[src/hw/msgst_config.svh]
`ifndef MSGST_CONFIG_SVH
`define MSGST_CONFIG_SVH

// beat and field sizes
`define MSGST_BEAT_BYTES 32
`define MSGST_LEN_W      9
`define MSGST_REM_W      10
`define MSGST_REQ_W      15
`define MSGST_ADDR_W     64

// command RAM layout, two 32-bit words per record
`define MSGST_CMD_AW     16
`define MSGST_CMD_STRIDE 8
`define MSGST_CMD_WRAP   16'h0080
`define MSGST_HDR_BYTES  5

// word 0 fields
`define MSGST_W0_LEN     8:0
`define MSGST_W0_OP      10:9
// word 1 fields
`define MSGST_W1_SEED    7:0
`define MSGST_W1_DST     26:22
`define MSGST_W1_OFFSET  31:27

`endif

[src/hw/msgst_pkg.sv]
`include "msgst_config.svh"

package msgst_pkg;

    // packet sequencing states
    typedef enum logic [1:0] {
        IDLE,
        FETCH,
        CTRL,
        DATA
    } msgst_state_t;

    // one stream beat, byte 0 in the low lanes
    typedef logic [`MSGST_BEAT_BYTES-1:0][7:0] beat_t;

    // target class decoded from the destination id
    typedef enum logic [1:0] {
        DEST_NONE,
        DEST_HOST,
        DEST_PSX
    } dest_t;

endpackage

[src/hw/msgst_addr_gen.sv]
`timescale 1ns/10ps
`include "msgst_config.svh"

module msgst_addr_gen
    import msgst_pkg::*;
(
    input  logic                     clk,
    input  logic                     rst_n,
    input  logic                     run_start_i,
    input  logic                     ctrl_load_i,
    input  logic                     pkt_done_i,
    input  logic [`MSGST_REQ_W-1:0]  req_cnt_i,
    input  logic [4:0]               cmd_dst_id_i,
    input  logic [`MSGST_LEN_W-1:0]  cmd_len_i,
    input  logic [`MSGST_ADDR_W-1:0] pci_host_addr_i,
    input  logic [`MSGST_ADDR_W-1:0] pci_host_addr_mask_i,
    input  logic [`MSGST_ADDR_W-1:0] psx_host_addr_i,
    input  logic [`MSGST_ADDR_W-1:0] psx_host_addr_mask_i,
    input  logic [1:0]               num_of_noc_cfg_i,
    input  logic [6:0]               noc_switch_req_cnt_i,
    output logic [`MSGST_ADDR_W-1:0] msg_addr_o
);

    dest_t                    dest_q;
    dest_t                    dest_nxt;
    logic [`MSGST_ADDR_W-1:0] pci_base_q;
    logic [`MSGST_ADDR_W-1:0] pci_mask_q;
    logic [`MSGST_ADDR_W-1:0] psx_base_q;
    logic [`MSGST_ADDR_W-1:0] psx_mask_q;
    logic [`MSGST_ADDR_W-1:0] host_addr_q;
    logic [5:0]               ap_id_q;
    logic [`MSGST_REQ_W-1:0]  req_cnt_nxt;

    assign req_cnt_nxt = req_cnt_i + 1'b1;

    always_comb begin
        case (cmd_dst_id_i)
            5'd4, 5'd5, 5'd6, 5'd7: dest_nxt = DEST_HOST;
            5'd12:                  dest_nxt = DEST_PSX;
            default:                dest_nxt = DEST_NONE;
        endcase
    end

    // bases and masks sampled once per run
    always_ff @(posedge clk) begin
        if (run_start_i) begin
            pci_base_q <= pci_host_addr_i;
            pci_mask_q <= pci_host_addr_mask_i;
            psx_base_q <= psx_host_addr_i;
            psx_mask_q <= psx_host_addr_mask_i;
        end
        if (ctrl_load_i && (req_cnt_i == '0) && (dest_nxt == DEST_HOST)) begin
            host_addr_q <= pci_base_q;
        end else if (ctrl_load_i && (req_cnt_i == '0) && (dest_nxt == DEST_PSX)) begin
            host_addr_q <= psx_base_q;
        end else if (pkt_done_i) begin
            host_addr_q <= host_addr_q + `MSGST_ADDR_W'(cmd_len_i);
        end
    end

    always_ff @(posedge clk) begin
        if (!rst_n) begin
            dest_q  <= DEST_NONE;
            ap_id_q <= 6'd0;
        end else begin
            if (ctrl_load_i) begin
                dest_q <= dest_nxt;
            end
            // NoC port rotation, modulo cfg plus one
            if (run_start_i) begin
                ap_id_q <= 6'd0;
            end else if (pkt_done_i && (req_cnt_nxt[6:0] == noc_switch_req_cnt_i)) begin
                ap_id_q <= (ap_id_q >= {4'd0, num_of_noc_cfg_i}) ? 6'd0 : ap_id_q + 6'd1;
            end
        end
    end

    always_comb begin
        case (dest_q)
            DEST_HOST: msg_addr_o = {pci_mask_q[63:12], host_addr_q[11:0]};
            DEST_PSX:  msg_addr_o = {ap_id_q, psx_mask_q[57:12], host_addr_q[11:0]};
            default:   msg_addr_o = '0;
        endcase
    end

endmodule

[src/hw/msgst_beat_gen.sv]
`timescale 1ns/10ps
`include "msgst_config.svh"

module msgst_beat_gen
    import msgst_pkg::*;
(
    input  logic                   clk,
    input  logic                   rst_n,
    input  logic                   ctrl_load_i,
    input  logic                   beat_acc_i,
    input  logic [`MSGST_LEN_W-1:0] cmd_len_i,
    input  logic [7:0]             cmd_seed_i,
    input  logic [4:0]             cmd_offset_i,
    output beat_t                  msg_dat_o,
    output logic                   last_beat_o
);

    localparam int BEAT  = `MSGST_BEAT_BYTES;
    localparam int REM_W = `MSGST_REM_W;

    logic [REM_W-1:0] rem_q;
    logic [7:0]       seq_q;
    logic             first_q;
    logic             active_q;
    logic [31:0]      pkt_id_q;
    // live byte limit within this beat
    logic [5:0]       lim;
    logic [4:0]       off_eff;
    beat_t            raw;

    assign lim         = (rem_q > BEAT) ? 6'(BEAT) : rem_q[5:0];
    assign off_eff     = first_q ? cmd_offset_i : 5'd0;
    assign last_beat_o = active_q && (rem_q <= BEAT);

    // sequential bytes, zero outside the live window
    always_comb begin
        for (int i = 0; i < BEAT; i++) begin
            if ((i < lim) && (i >= off_eff)) begin
                raw[i] = seq_q + 8'(i) - 8'(off_eff);
            end else begin
                raw[i] = 8'h00;
            end
        end
    end

    // header on the first beat, check byte on every beat
    always_comb begin
        msg_dat_o = raw;
        if (first_q) begin
            msg_dat_o[0] = cmd_len_i[7:0];
            for (int h = 1; h < `MSGST_HDR_BYTES; h++) begin
                msg_dat_o[h] = pkt_id_q[8*(h-1) +: 8];
            end
        end
        msg_dat_o[BEAT-1] = msg_dat_o[1] ^ msg_dat_o[7] ^ msg_dat_o[10] ^ msg_dat_o[13] ^
                            msg_dat_o[17] ^ msg_dat_o[21] ^ msg_dat_o[26] ^ msg_dat_o[30];
    end

    always_ff @(posedge clk) begin
        if (!rst_n) begin
            rem_q    <= '0;
            first_q  <= 1'b0;
            active_q <= 1'b0;
            pkt_id_q <= '0;
        end else if (ctrl_load_i) begin
            rem_q    <= REM_W'(cmd_len_i) + REM_W'(cmd_offset_i);
            first_q  <= 1'b1;
            active_q <= 1'b1;
        end else if (beat_acc_i) begin
            rem_q   <= rem_q - REM_W'(BEAT);
            first_q <= 1'b0;
            if (last_beat_o) begin
                active_q <= 1'b0;
                pkt_id_q <= pkt_id_q + 1'b1;
            end
        end
    end

    // next beat continues after the last live byte
    always_ff @(posedge clk) begin
        if (ctrl_load_i) begin
            seq_q <= cmd_seed_i;
        end else if (beat_acc_i) begin
            seq_q <= seq_q + 8'(lim) - 8'(off_eff);
        end
    end

endmodule

[src/hw/msgst_cmd_fetch.sv]
`timescale 1ns/10ps
`include "msgst_config.svh"

module msgst_cmd_fetch (
    input  logic                     clk,
    input  logic                     rst_n,
    input  logic                     run_start_i,
    input  logic                     fetch_start_i,
    input  logic [31:0]              cmd_ram_din_i,
    output logic                     cmd_ram_ren_o,
    output logic [`MSGST_CMD_AW-1:0] cmd_ram_addr_o,
    output logic                     cmd_valid_o,
    output logic [`MSGST_LEN_W-1:0]  cmd_len_o,
    output logic [1:0]               cmd_op_o,
    output logic [7:0]               cmd_seed_o,
    output logic [4:0]               cmd_dst_id_o,
    output logic [4:0]               cmd_offset_o
);

    logic [`MSGST_CMD_AW-1:0] rec_base_q;
    logic [`MSGST_CMD_AW-1:0] rec_next;
    // 1 = word 0 read, 2 = word 1 read
    logic [1:0]               rd_step_q;
    // read step seen one cycle later, lines up with returned data
    logic [1:0]               rd_land_q;

    assign rec_next = rec_base_q + `MSGST_CMD_AW'(`MSGST_CMD_STRIDE);

    always_ff @(posedge clk) begin
        if (!rst_n) begin
            rd_step_q   <= 2'd0;
            rd_land_q   <= 2'd0;
            rec_base_q  <= '0;
            cmd_valid_o <= 1'b0;
        end else begin
            if (fetch_start_i) begin
                rd_step_q <= 2'd1;
            end else if (rd_step_q == 2'd1) begin
                rd_step_q <= 2'd2;
            end else begin
                rd_step_q <= 2'd0;
            end
            rd_land_q   <= rd_step_q;
            cmd_valid_o <= (rd_land_q == 2'd2);
            if (run_start_i) begin
                rec_base_q <= '0;
            end else if (rd_step_q == 2'd2) begin
                rec_base_q <= (rec_next == `MSGST_CMD_WRAP) ? '0 : rec_next;
            end
        end
    end

    // field registers
    always_ff @(posedge clk) begin
        if (rd_land_q == 2'd1) begin
            cmd_len_o <= cmd_ram_din_i[`MSGST_W0_LEN];
            cmd_op_o  <= cmd_ram_din_i[`MSGST_W0_OP];
        end
        if (rd_land_q == 2'd2) begin
            cmd_seed_o   <= cmd_ram_din_i[`MSGST_W1_SEED];
            cmd_dst_id_o <= cmd_ram_din_i[`MSGST_W1_DST];
            cmd_offset_o <= cmd_ram_din_i[`MSGST_W1_OFFSET];
        end
    end

    assign cmd_ram_ren_o  = (rd_step_q != 2'd0);
    // record base is 8-byte aligned, second word sits at +4
    assign cmd_ram_addr_o = {rec_base_q[`MSGST_CMD_AW-1:3], rd_step_q[1], 2'b00};

endmodule

[src/hw/msgst_ctrl_fsm.sv]
`timescale 1ns/10ps
`include "msgst_config.svh"

module msgst_ctrl_fsm
    import msgst_pkg::*;
(
    input  logic                    clk,
    input  logic                    rst_n,
    input  logic                    pld_cmd_req_i,
    input  logic [`MSGST_REQ_W-1:0] num_of_reqs_i,
    input  logic                    cmd_valid_i,
    input  logic                    last_beat_i,
    input  logic                    msg_rdy_i,
    output logic                    run_start_o,
    output logic                    fetch_start_o,
    output logic                    ctrl_load_o,
    output logic                    beat_acc_o,
    output logic                    pkt_done_o,
    output logic [`MSGST_REQ_W-1:0] req_cnt_o,
    output logic                    msg_vld_o,
    output logic                    req_done_o
);

    msgst_state_t            state_q;
    msgst_state_t            state_nxt;
    logic                    req_ff_q;
    logic [`MSGST_REQ_W-1:0] req_cnt_q;
    logic [`MSGST_REQ_W-1:0] req_cnt_nxt;
    logic                    run_done;

    // rising edge of the request, honoured only when idle
    always_ff @(posedge clk) begin
        if (!rst_n) begin
            req_ff_q <= 1'b0;
        end else begin
            req_ff_q <= pld_cmd_req_i;
        end
    end

    assign run_start_o = pld_cmd_req_i && !req_ff_q && (state_q == IDLE);

    assign req_cnt_nxt = req_cnt_q + 1'b1;
    assign run_done    = (req_cnt_nxt == num_of_reqs_i);

    always_comb begin
        state_nxt = state_q;
        case (state_q)
            IDLE: begin
                if (run_start_o && (num_of_reqs_i != '0)) begin
                    state_nxt = FETCH;
                end
            end
            FETCH: begin
                if (cmd_valid_i) begin
                    state_nxt = CTRL;
                end
            end
            CTRL: begin
                state_nxt = DATA;
            end
            DATA: begin
                if (pkt_done_o) begin
                    state_nxt = run_done ? IDLE : FETCH;
                end
            end
            default: begin
                state_nxt = IDLE;
            end
        endcase
    end

    always_ff @(posedge clk) begin
        if (!rst_n) begin
            state_q   <= IDLE;
            req_cnt_q <= '0;
        end else begin
            state_q <= state_nxt;
            if (run_start_o) begin
                req_cnt_q <= '0;
            end else if (pkt_done_o) begin
                req_cnt_q <= req_cnt_nxt;
            end
        end
    end

    // one pulse on every entry into FETCH
    assign fetch_start_o = (state_nxt == FETCH) && (state_q != FETCH);
    assign ctrl_load_o   = (state_q == CTRL);
    assign msg_vld_o     = (state_q == DATA);
    assign beat_acc_o    = msg_vld_o && msg_rdy_i;
    assign pkt_done_o    = beat_acc_o && last_beat_i;
    assign req_cnt_o     = req_cnt_q;
    assign req_done_o    = (req_cnt_q == num_of_reqs_i) && (num_of_reqs_i != '0);

endmodule

[src/hw/msgst_engine.sv]
`timescale 1ns/10ps
`include "msgst_config.svh"

module msgst_engine
    import msgst_pkg::*;
(
    input  logic                     clk,
    input  logic                     rst_n,
    input  logic                     pld_cmd_req_i,
    input  logic [`MSGST_REQ_W-1:0]  num_of_reqs_i,
    input  logic [`MSGST_ADDR_W-1:0] pci_host_addr_i,
    input  logic [`MSGST_ADDR_W-1:0] pci_host_addr_mask_i,
    input  logic [`MSGST_ADDR_W-1:0] psx_host_addr_i,
    input  logic [`MSGST_ADDR_W-1:0] psx_host_addr_mask_i,
    input  logic [1:0]               num_of_noc_cfg_i,
    input  logic [6:0]               noc_switch_req_cnt_i,
    input  logic [31:0]              cmd_ram_din_i,
    output logic                     cmd_ram_ren_o,
    output logic [`MSGST_CMD_AW-1:0] cmd_ram_addr_o,
    output logic                     msg_vld_o,
    input  logic                     msg_rdy_i,
    output beat_t                    msg_dat_o,
    output logic                     msg_eop_o,
    output logic [`MSGST_LEN_W-1:0]  msg_len_o,
    output logic [1:0]               msg_op_o,
    output logic [`MSGST_ADDR_W-1:0] msg_addr_o,
    output logic                     req_done_o
);

    logic                    run_start;
    logic                    fetch_start;
    logic                    cmd_valid;
    logic                    ctrl_load;
    logic                    beat_acc;
    logic                    pkt_done;
    logic [`MSGST_REQ_W-1:0] req_cnt;
    logic [7:0]              cmd_seed;
    logic [4:0]              cmd_dst_id;
    logic [4:0]              cmd_offset;

    // length and opcode go straight from the held command fields
    msgst_cmd_fetch i_msgst_cmd_fetch (
        .clk           (clk),
        .rst_n         (rst_n),
        .run_start_i   (run_start),
        .fetch_start_i (fetch_start),
        .cmd_ram_din_i (cmd_ram_din_i),
        .cmd_ram_ren_o (cmd_ram_ren_o),
        .cmd_ram_addr_o(cmd_ram_addr_o),
        .cmd_valid_o   (cmd_valid),
        .cmd_len_o     (msg_len_o),
        .cmd_op_o      (msg_op_o),
        .cmd_seed_o    (cmd_seed),
        .cmd_dst_id_o  (cmd_dst_id),
        .cmd_offset_o  (cmd_offset)
    );

    msgst_ctrl_fsm i_msgst_ctrl_fsm (
        .clk          (clk),
        .rst_n        (rst_n),
        .pld_cmd_req_i(pld_cmd_req_i),
        .num_of_reqs_i(num_of_reqs_i),
        .cmd_valid_i  (cmd_valid),
        .last_beat_i  (msg_eop_o),
        .msg_rdy_i    (msg_rdy_i),
        .run_start_o  (run_start),
        .fetch_start_o(fetch_start),
        .ctrl_load_o  (ctrl_load),
        .beat_acc_o   (beat_acc),
        .pkt_done_o   (pkt_done),
        .req_cnt_o    (req_cnt),
        .msg_vld_o    (msg_vld_o),
        .req_done_o   (req_done_o)
    );

    // eop is the last-beat level
    msgst_beat_gen i_msgst_beat_gen (
        .clk         (clk),
        .rst_n       (rst_n),
        .ctrl_load_i (ctrl_load),
        .beat_acc_i  (beat_acc),
        .cmd_len_i   (msg_len_o),
        .cmd_seed_i  (cmd_seed),
        .cmd_offset_i(cmd_offset),
        .msg_dat_o   (msg_dat_o),
        .last_beat_o (msg_eop_o)
    );

    msgst_addr_gen i_msgst_addr_gen (
        .clk                 (clk),
        .rst_n               (rst_n),
        .run_start_i         (run_start),
        .ctrl_load_i         (ctrl_load),
        .pkt_done_i          (pkt_done),
        .req_cnt_i           (req_cnt),
        .cmd_dst_id_i        (cmd_dst_id),
        .cmd_len_i           (msg_len_o),
        .pci_host_addr_i     (pci_host_addr_i),
        .pci_host_addr_mask_i(pci_host_addr_mask_i),
        .psx_host_addr_i     (psx_host_addr_i),
        .psx_host_addr_mask_i(psx_host_addr_mask_i),
        .num_of_noc_cfg_i    (num_of_noc_cfg_i),
        .noc_switch_req_cnt_i(noc_switch_req_cnt_i),
        .msg_addr_o          (msg_addr_o)
    );

endmodule

[config.mk]
export PLATFORM = sky130hd
export DESIGN_NAME = msgst_engine
export DESIGN_NICKNAME = d
export VERILOG_FILES = /design/src/hw/msgst_pkg.sv /design/src/hw/msgst_addr_gen.sv /design/src/hw/msgst_beat_gen.sv /design/src/hw/msgst_cmd_fetch.sv /design/src/hw/msgst_ctrl_fsm.sv /design/src/hw/msgst_engine.sv
export VERILOG_INCLUDE_DIRS = /design/src /design/src/hw
export SDC_FILE = /design/constraint.sdc
export NUM_CORES = 1
export LEC_CHECK = 0
export ABC_CLOCK_PERIOD_IN_PS = 21000
export BUFFER_PORTS_ARGS = -buffer_cell sky130_fd_sc_hd__buf_2
export CAP_MARGIN = 20
export CORE_AREA = 3 3 256 258
export DETAILED_ROUTE_END_ITERATION = 10
export DIE_AREA = 0 0 259 261
export PLACE_DENSITY = 0.55
export SKIP_LAST_GASP = 1
export SLEW_MARGIN = 20
export SYNTH_ARGS = -nofsm -noshare
export SYNTH_HDL_FRONTEND = slang
export SYNTH_SLANG_ARGS = --single-unit
[constraint.sdc]
create_clock -name clk -period 21 [get_ports clk]
set_input_delay 4.2 -clock clk [delete_from_list [all_inputs] [get_ports clk]]
set_output_delay 4.2 -clock clk [all_outputs]
set_load 0.02 [all_outputs]
Word level (Yosys, flattened, before mapping)
Cells that the tools add are included. Widths: inputs -> output; s select.

ROM bits: 0. Memory bits (writable): 0. Bits in latches: 0. Word-level logic and storage cells: 304. Flip-flop bits (word level): 442. Memories kept: 0.

Multiply operators: 0. Shifts and indexed selects: 0. Muxes and demuxes: 57. Reduce and logical (&&, ||, !) cells: 56. Equal/unequal tests: 22. $add $sub $neg: 70. Div/mod/pow operators: 0. Magnitude comparators: 65. Bitwise operators: 9.

Operators by type and width (count): $mux 8 (33); $sub 8x5->8 (32); $mux 64 (3); $pmux 64 s2 (1); $add 8x5->8 const B (15); $lt 5x6->1 const A (15); $ge 5x5->1 const A (15); $add 64x9->64 (1); $add 8x4->8 const B (8); $xor 8x8->8 (7); $lt 4x6->1 const A (8); $logic_and 1x1->1 (43); $ge 4x5->1 const A (8); $mux 40 (1); $add 32x1->32 const B (1); $add 8x3->8 const B (4); $eq 15x15->1 (2); $lt 3x6->1 const A (4); $eq 5x3->1 const B (4); $ge 3x5->1 const A (4); $mux 10 (2); $add 16x4->16 const B (1); $add 8x2->8 const B (2); $eq 16x8->1 const B (1); other kinds (36) (64).

Logic depth before layout (Yosys ltp)
Depth in word-level cells: 13. Depth in mapped cells: 17. Mapped depth without buffers: 15.

Hierarchy
A second synthesis with hierarchy kept.

Cells, all modules: 2050. Area total of the unflattened synthesis: 17993.5 sq um.

Modules (own cells, without submodules): msgst_beat_gen (cells an instance 1287, area each 8759.7 sq um, times used 1); msgst_addr_gen (cells an instance 461, area each 6103.4 sq um, times used 1); msgst_cmd_fetch (cells an instance 138, area each 1805.5 sq um, times used 1); msgst_ctrl_fsm (cells an instance 164, area each 1325.0 sq um, times used 1).

Worst setup path after synthesis
No wires, ideal clock.

Path type: in2reg. From: in pld_cmd_req_i. To: reg i_msgst_cmd_fetch.rec_base_q[10]. Cell stages on the path: 5. Setup slack: 2.959 ns. Data required time: 20.874 ns. Data arrival time: 17.915 ns. Cell sequence: nor4b_1 nand2b_1 a31o_2 clkbuf_1 nor2_1.

Longest elaborated chain between the ends: 3.

RTL lines: start, declared (RTL line msgst_engine.sv:9) `input logic pld_cmd_req_i,`; $logic_and 1x1->1 (2 in series) (RTL line msgst_ctrl_fsm.sv:40) `assign run_start_o = pld_cmd_req_i && !req_ff_q && (state_q == IDLE);`; $reduce_or 2->1 (no line); end signal, assigned (RTL line msgst_cmd_fetch.sv:48) `` rec_base_q <= (rec_next == `MSGST_CMD_WRAP) ? '0 : rec_next; ``; end, declared (RTL line msgst_cmd_fetch.sv:20) `` logic [`MSGST_CMD_AW-1:0] rec_base_q; ``.

Every way passes these cells. A chain may end at the register's enable or synchronous reset.

==> flow_metrics.tcl <==
set metrics [dict create \
    ys_seq_elements 259 \
    synth.area.top_cells "edfxtp_1, dfxtp_1, xnor2_1" \
    first_pass_iters 6 \
    yosys.cell_types.count 89 \
    final_cells 3334 \
    finalMaxSlewViolations 0 \
    worstHoldPathType "register to register" \
    drt_iter0_drc 1058 \
    critPathMaxFanout 55 \
    setup_viol 0 \
    dieArea_sq_um 67600 \
    drive_gt1_share_pct 25.4 \
    maxSlewHeadroom_pct 20.6 \
    yosys-top-cells-count "nor2_1, xnor2_1, edfxtp_1" \
    initial_core_util_pct 28.1 \
    synthSimpleGateAreaFrac_pct 20.0 \
    routed_wl_microns 73100 \
    yosysMostFrequentCell "nor2_1" \
    fin_nets 2858 \
    multi_input_area_sq_um 10100 \
    fin_crit_sh_pct 48.2 \
    synth_top_area_share_pct 28.9 \
    r2r-end "i_msgst_beat_gen.seq_q[7]" \
    dpl-instance-area_sq_um 21100 \
    fin_crit_ns 10.12 \
    synth_top_family_by_area "simple AND/OR/NAND/NOR gates" \
    end_kind "primary output" \
    setup_ws_ns 10.88 \
    syn_to_final_growth_pct 24.7 \
    synth_xor_area_share_pct 14.5 \
    vdd_ir_drop_max_mv 0.0953 \
    synth_mux_area_share_pct 0.564 \
    synth_edf_count 171 \
    core_sq_um 63200 \
    crit_start "i_msgst_beat_gen.first_q" \
    synth.avg_cell_area_sq_um 8.86 \
    clock_latency_ns 0.56 \
    rrSetupSlack_ns 16.83 \
    hold_buffers 0 \
    ys_warn_count 0 \
    die_w_microns 259 \
    cts_made_buffers 28 \
    cts_num_sinks 259 \
    dpl_worst_slack_ns 11.26 \
    cts_root_buf "clkbuf_16" \
    grt_max_degree 84 \
    tightest_slew_ns 1.18 \
    status "finished clean" \
    async_reset_ff_share_pct 0 \
    hpwl_microns 57900 \
    max_freq_ghz 0.0988 \
    vias 16632 \
    crit_required_ns 16.80 \
    grt_antenna_before_repair 8 \
    syn-cell-area_sq_um 17800 \
    cp.arrival_ns 5.92 \
    r2r_start "i_msgst_beat_gen.rem_q[9]" \
    io_buffer_count 519 \
    skew_ns 0.0200 \
    synth_compound_area_share_pct 15.2 \
    worst_setup_path_start_kind "register" \
    drt-vias-per-instance 4.99 \
    postRouteAntennaNets 0 \
    cts_setup_buffers 0 \
    cts.path.max_buffers 3 \
    io_pins 667 \
    gp_congestion 0.977 \
    reg2regPathDepth 15 \
    tns_ns 0 \
    row_count 92 \
    crit_path_end "msg_dat_o[253]" \
    whs_ns 0.497 \
    drc 0 \
    regArea_sq_um 6900 \
    grt-ovfl-total 0 \
    h-tree-depth 1 \
    cts-resized-gates 0 \
    stdcell_area_sq_um 22100 \
    die_h_microns 261 \
    hold_viol_final 0 \
    synth_ff_type "edfxtp_1" \
    yosysTopAreaCell "edfxtp_1" \
    post-place-cells 3279 \
    p_per_area_nw_per_um2 55.4 \
    clk_pin_slew_ns 0.07 \
    gr-usage-all-layers_pct 20.6 \
    grt_pass1_vias 16677 \
    max_cap_viol_count 0 \
    leakagePower_nw 9.54 \
    cts_tree "done" \
    wire_per_inst_microns 21.9 \
    rsz0062_at_grt "no" \
    n_fill_cell 6590 \
    ys_seq_area_share_pct 38.8 \
    grt_pass1_wl_microns 106000 \
    crit_type "register to primary output" \
    synth_fa_ha_area_share_pct 6.29 \
    synth_cells 2003 \
]
-- cell families (layout without fill, tap and decap cells) --
group / after synthesis / after routing
other: 1 / 5
AND/OR/NAND/NOR: 762 / 762
XOR/XNOR: 284 / 284
buffers and inverters: 199 / 680
adder cells (fa/ha/maj): 79 / 79
multiplexers: 10 / 10
AO/OA/AOI/OAI: 409 / 409
flip-flops: 259 / 259
-- layer usage --
metal	wire length, microns	track usage [%]	up-vias
li1	-	-	7839
met1	28800	24.4	7840
met4	3510	9.40	6
met3	6180	4.81	156
met5	35	0	-
met2	34600	35.4	791
-- cell usage in the layout, fill, tap and decap left out, types with 8 or more instances in the layout --
master	instances
mux2i_1	10
nor2_1	344
buf_2	519
o21a_1	8
dfxtp_1	87
a21o_1	32
nor4_1	12
a21oi_1	116
and2_1	54
inv_1	81
o21ai_0	68
nor2b_1	29
clkbuf_16	29
xor2_1	90
a22o_1	24
a22oi_1	53
edfxtp_1	171
xnor2_1	186
o31ai_1	11
a21boi_0	8
nand2_1	155
nand4_1	19
and3_1	22
o21bai_1	10
a31oi_1	11
fa_1	17
nor3_1	28
nand2b_1	12
ha_1	60
or3_1	8
buf_4	25
nand3_1	43
-- state kept, by name, summed over array words and instances (netlist names), 2 cells and up --
register,count
i_msgst_cmd_fetch.cmd_op_o,2
i_msgst_cmd_fetch.cmd_seed_o,8
i_msgst_ctrl_fsm.req_cnt_o,15
i_msgst_addr_gen.pci_mask_q,52
i_msgst_ctrl_fsm.state_q,2
i_msgst_addr_gen.dest_q,2
i_msgst_addr_gen.pci_base_q,12
i_msgst_cmd_fetch.rd_step_q,2
i_msgst_addr_gen.psx_base_q,12
i_msgst_cmd_fetch.cmd_offset_o,5
i_msgst_addr_gen.psx_mask_q,46
i_msgst_addr_gen.ap_id_q,6
i_msgst_cmd_fetch.cmd_len_o,9
i_msgst_cmd_fetch.cmd_dst_id_o,5
i_msgst_beat_gen.rem_q,10
i_msgst_cmd_fetch.rec_base_q,13
i_msgst_addr_gen.host_addr_q,12
i_msgst_cmd_fetch.rd_land_q,2
i_msgst_beat_gen.pkt_id_q,32
i_msgst_beat_gen.seq_q,8
-- worst min path at each step --
stage | startpoint | to | slack, ns | depth (start not counted)
after global placement | i_msgst_addr_gen.dest_q[1] | i_msgst_addr_gen.dest_q[1] | 0.48 | 2
final | i_msgst_addr_gen.dest_q[1] | i_msgst_addr_gen.dest_q[1] | 0.50 | 2
after detailed placement | i_msgst_addr_gen.dest_q[1] | i_msgst_addr_gen.dest_q[1] | 0.49 | 2
after CTS | i_msgst_addr_gen.dest_q[1] | i_msgst_addr_gen.dest_q[1] | 0.50 | 2
after floorplan | i_msgst_cmd_fetch.rd_step_q[1] | i_msgst_cmd_fetch.rd_step_q[1] | 0.43 | 1
after global routing | i_msgst_addr_gen.dest_q[1] | i_msgst_addr_gen.dest_q[1] | 0.52 | 2
-- worst max-delay path: stages (launching register included) --
cell and delay (ns):
dfxtp_2 0.38, buf_4 0.51, nand2_1 0.36, inv_1 0.22, ha_1 0.66, inv_1 0.38
ha_1 0.38, buf_4 0.25, nor2b_1 0.23, a221oi_1 0.62, xnor2_1 0.12, nor2_1 0.24
xnor2_1 0.13, xnor2_1 0.14, xnor2_1 0.33, xnor2_1 0.18, buf_2 0.19
-- metrics by stage --
step                      utilization [%]  power (W)
final                                35.0    0.00123
after global routing                 35.0    0.00127
after CTS                            35.0    0.00125
after detailed placement             33.5   0.000716
after global placement               33.5   0.000714
after floorplan                         -   0.000664
-- final cells by class --
cell class | count | share of cell area, %
clock buffer | 34 | 3.36
tap | 846 | 4.78
antenna | 3 | 0.0339
inverter | 84 | 1.42
multi-input combinational | 1546 | 45.6
clock inverter | 18 | 1.03
sequential | 259 | 31.2
timing repair buffer | 544 | 12.6
-- power breakdown --
| group | total [W] | internal [W] | switching, W |
|---|---|---|---|
| Clock | 0.000523 | 0.000314 | 0.000208 |
| Combinational | 0.000129 | 0.0000458 | 0.0000831 |
| Sequential | 0.000575 | 0.000566 | 0.00000921 |
Note: power is estimated with default switching activity, not from simulation.
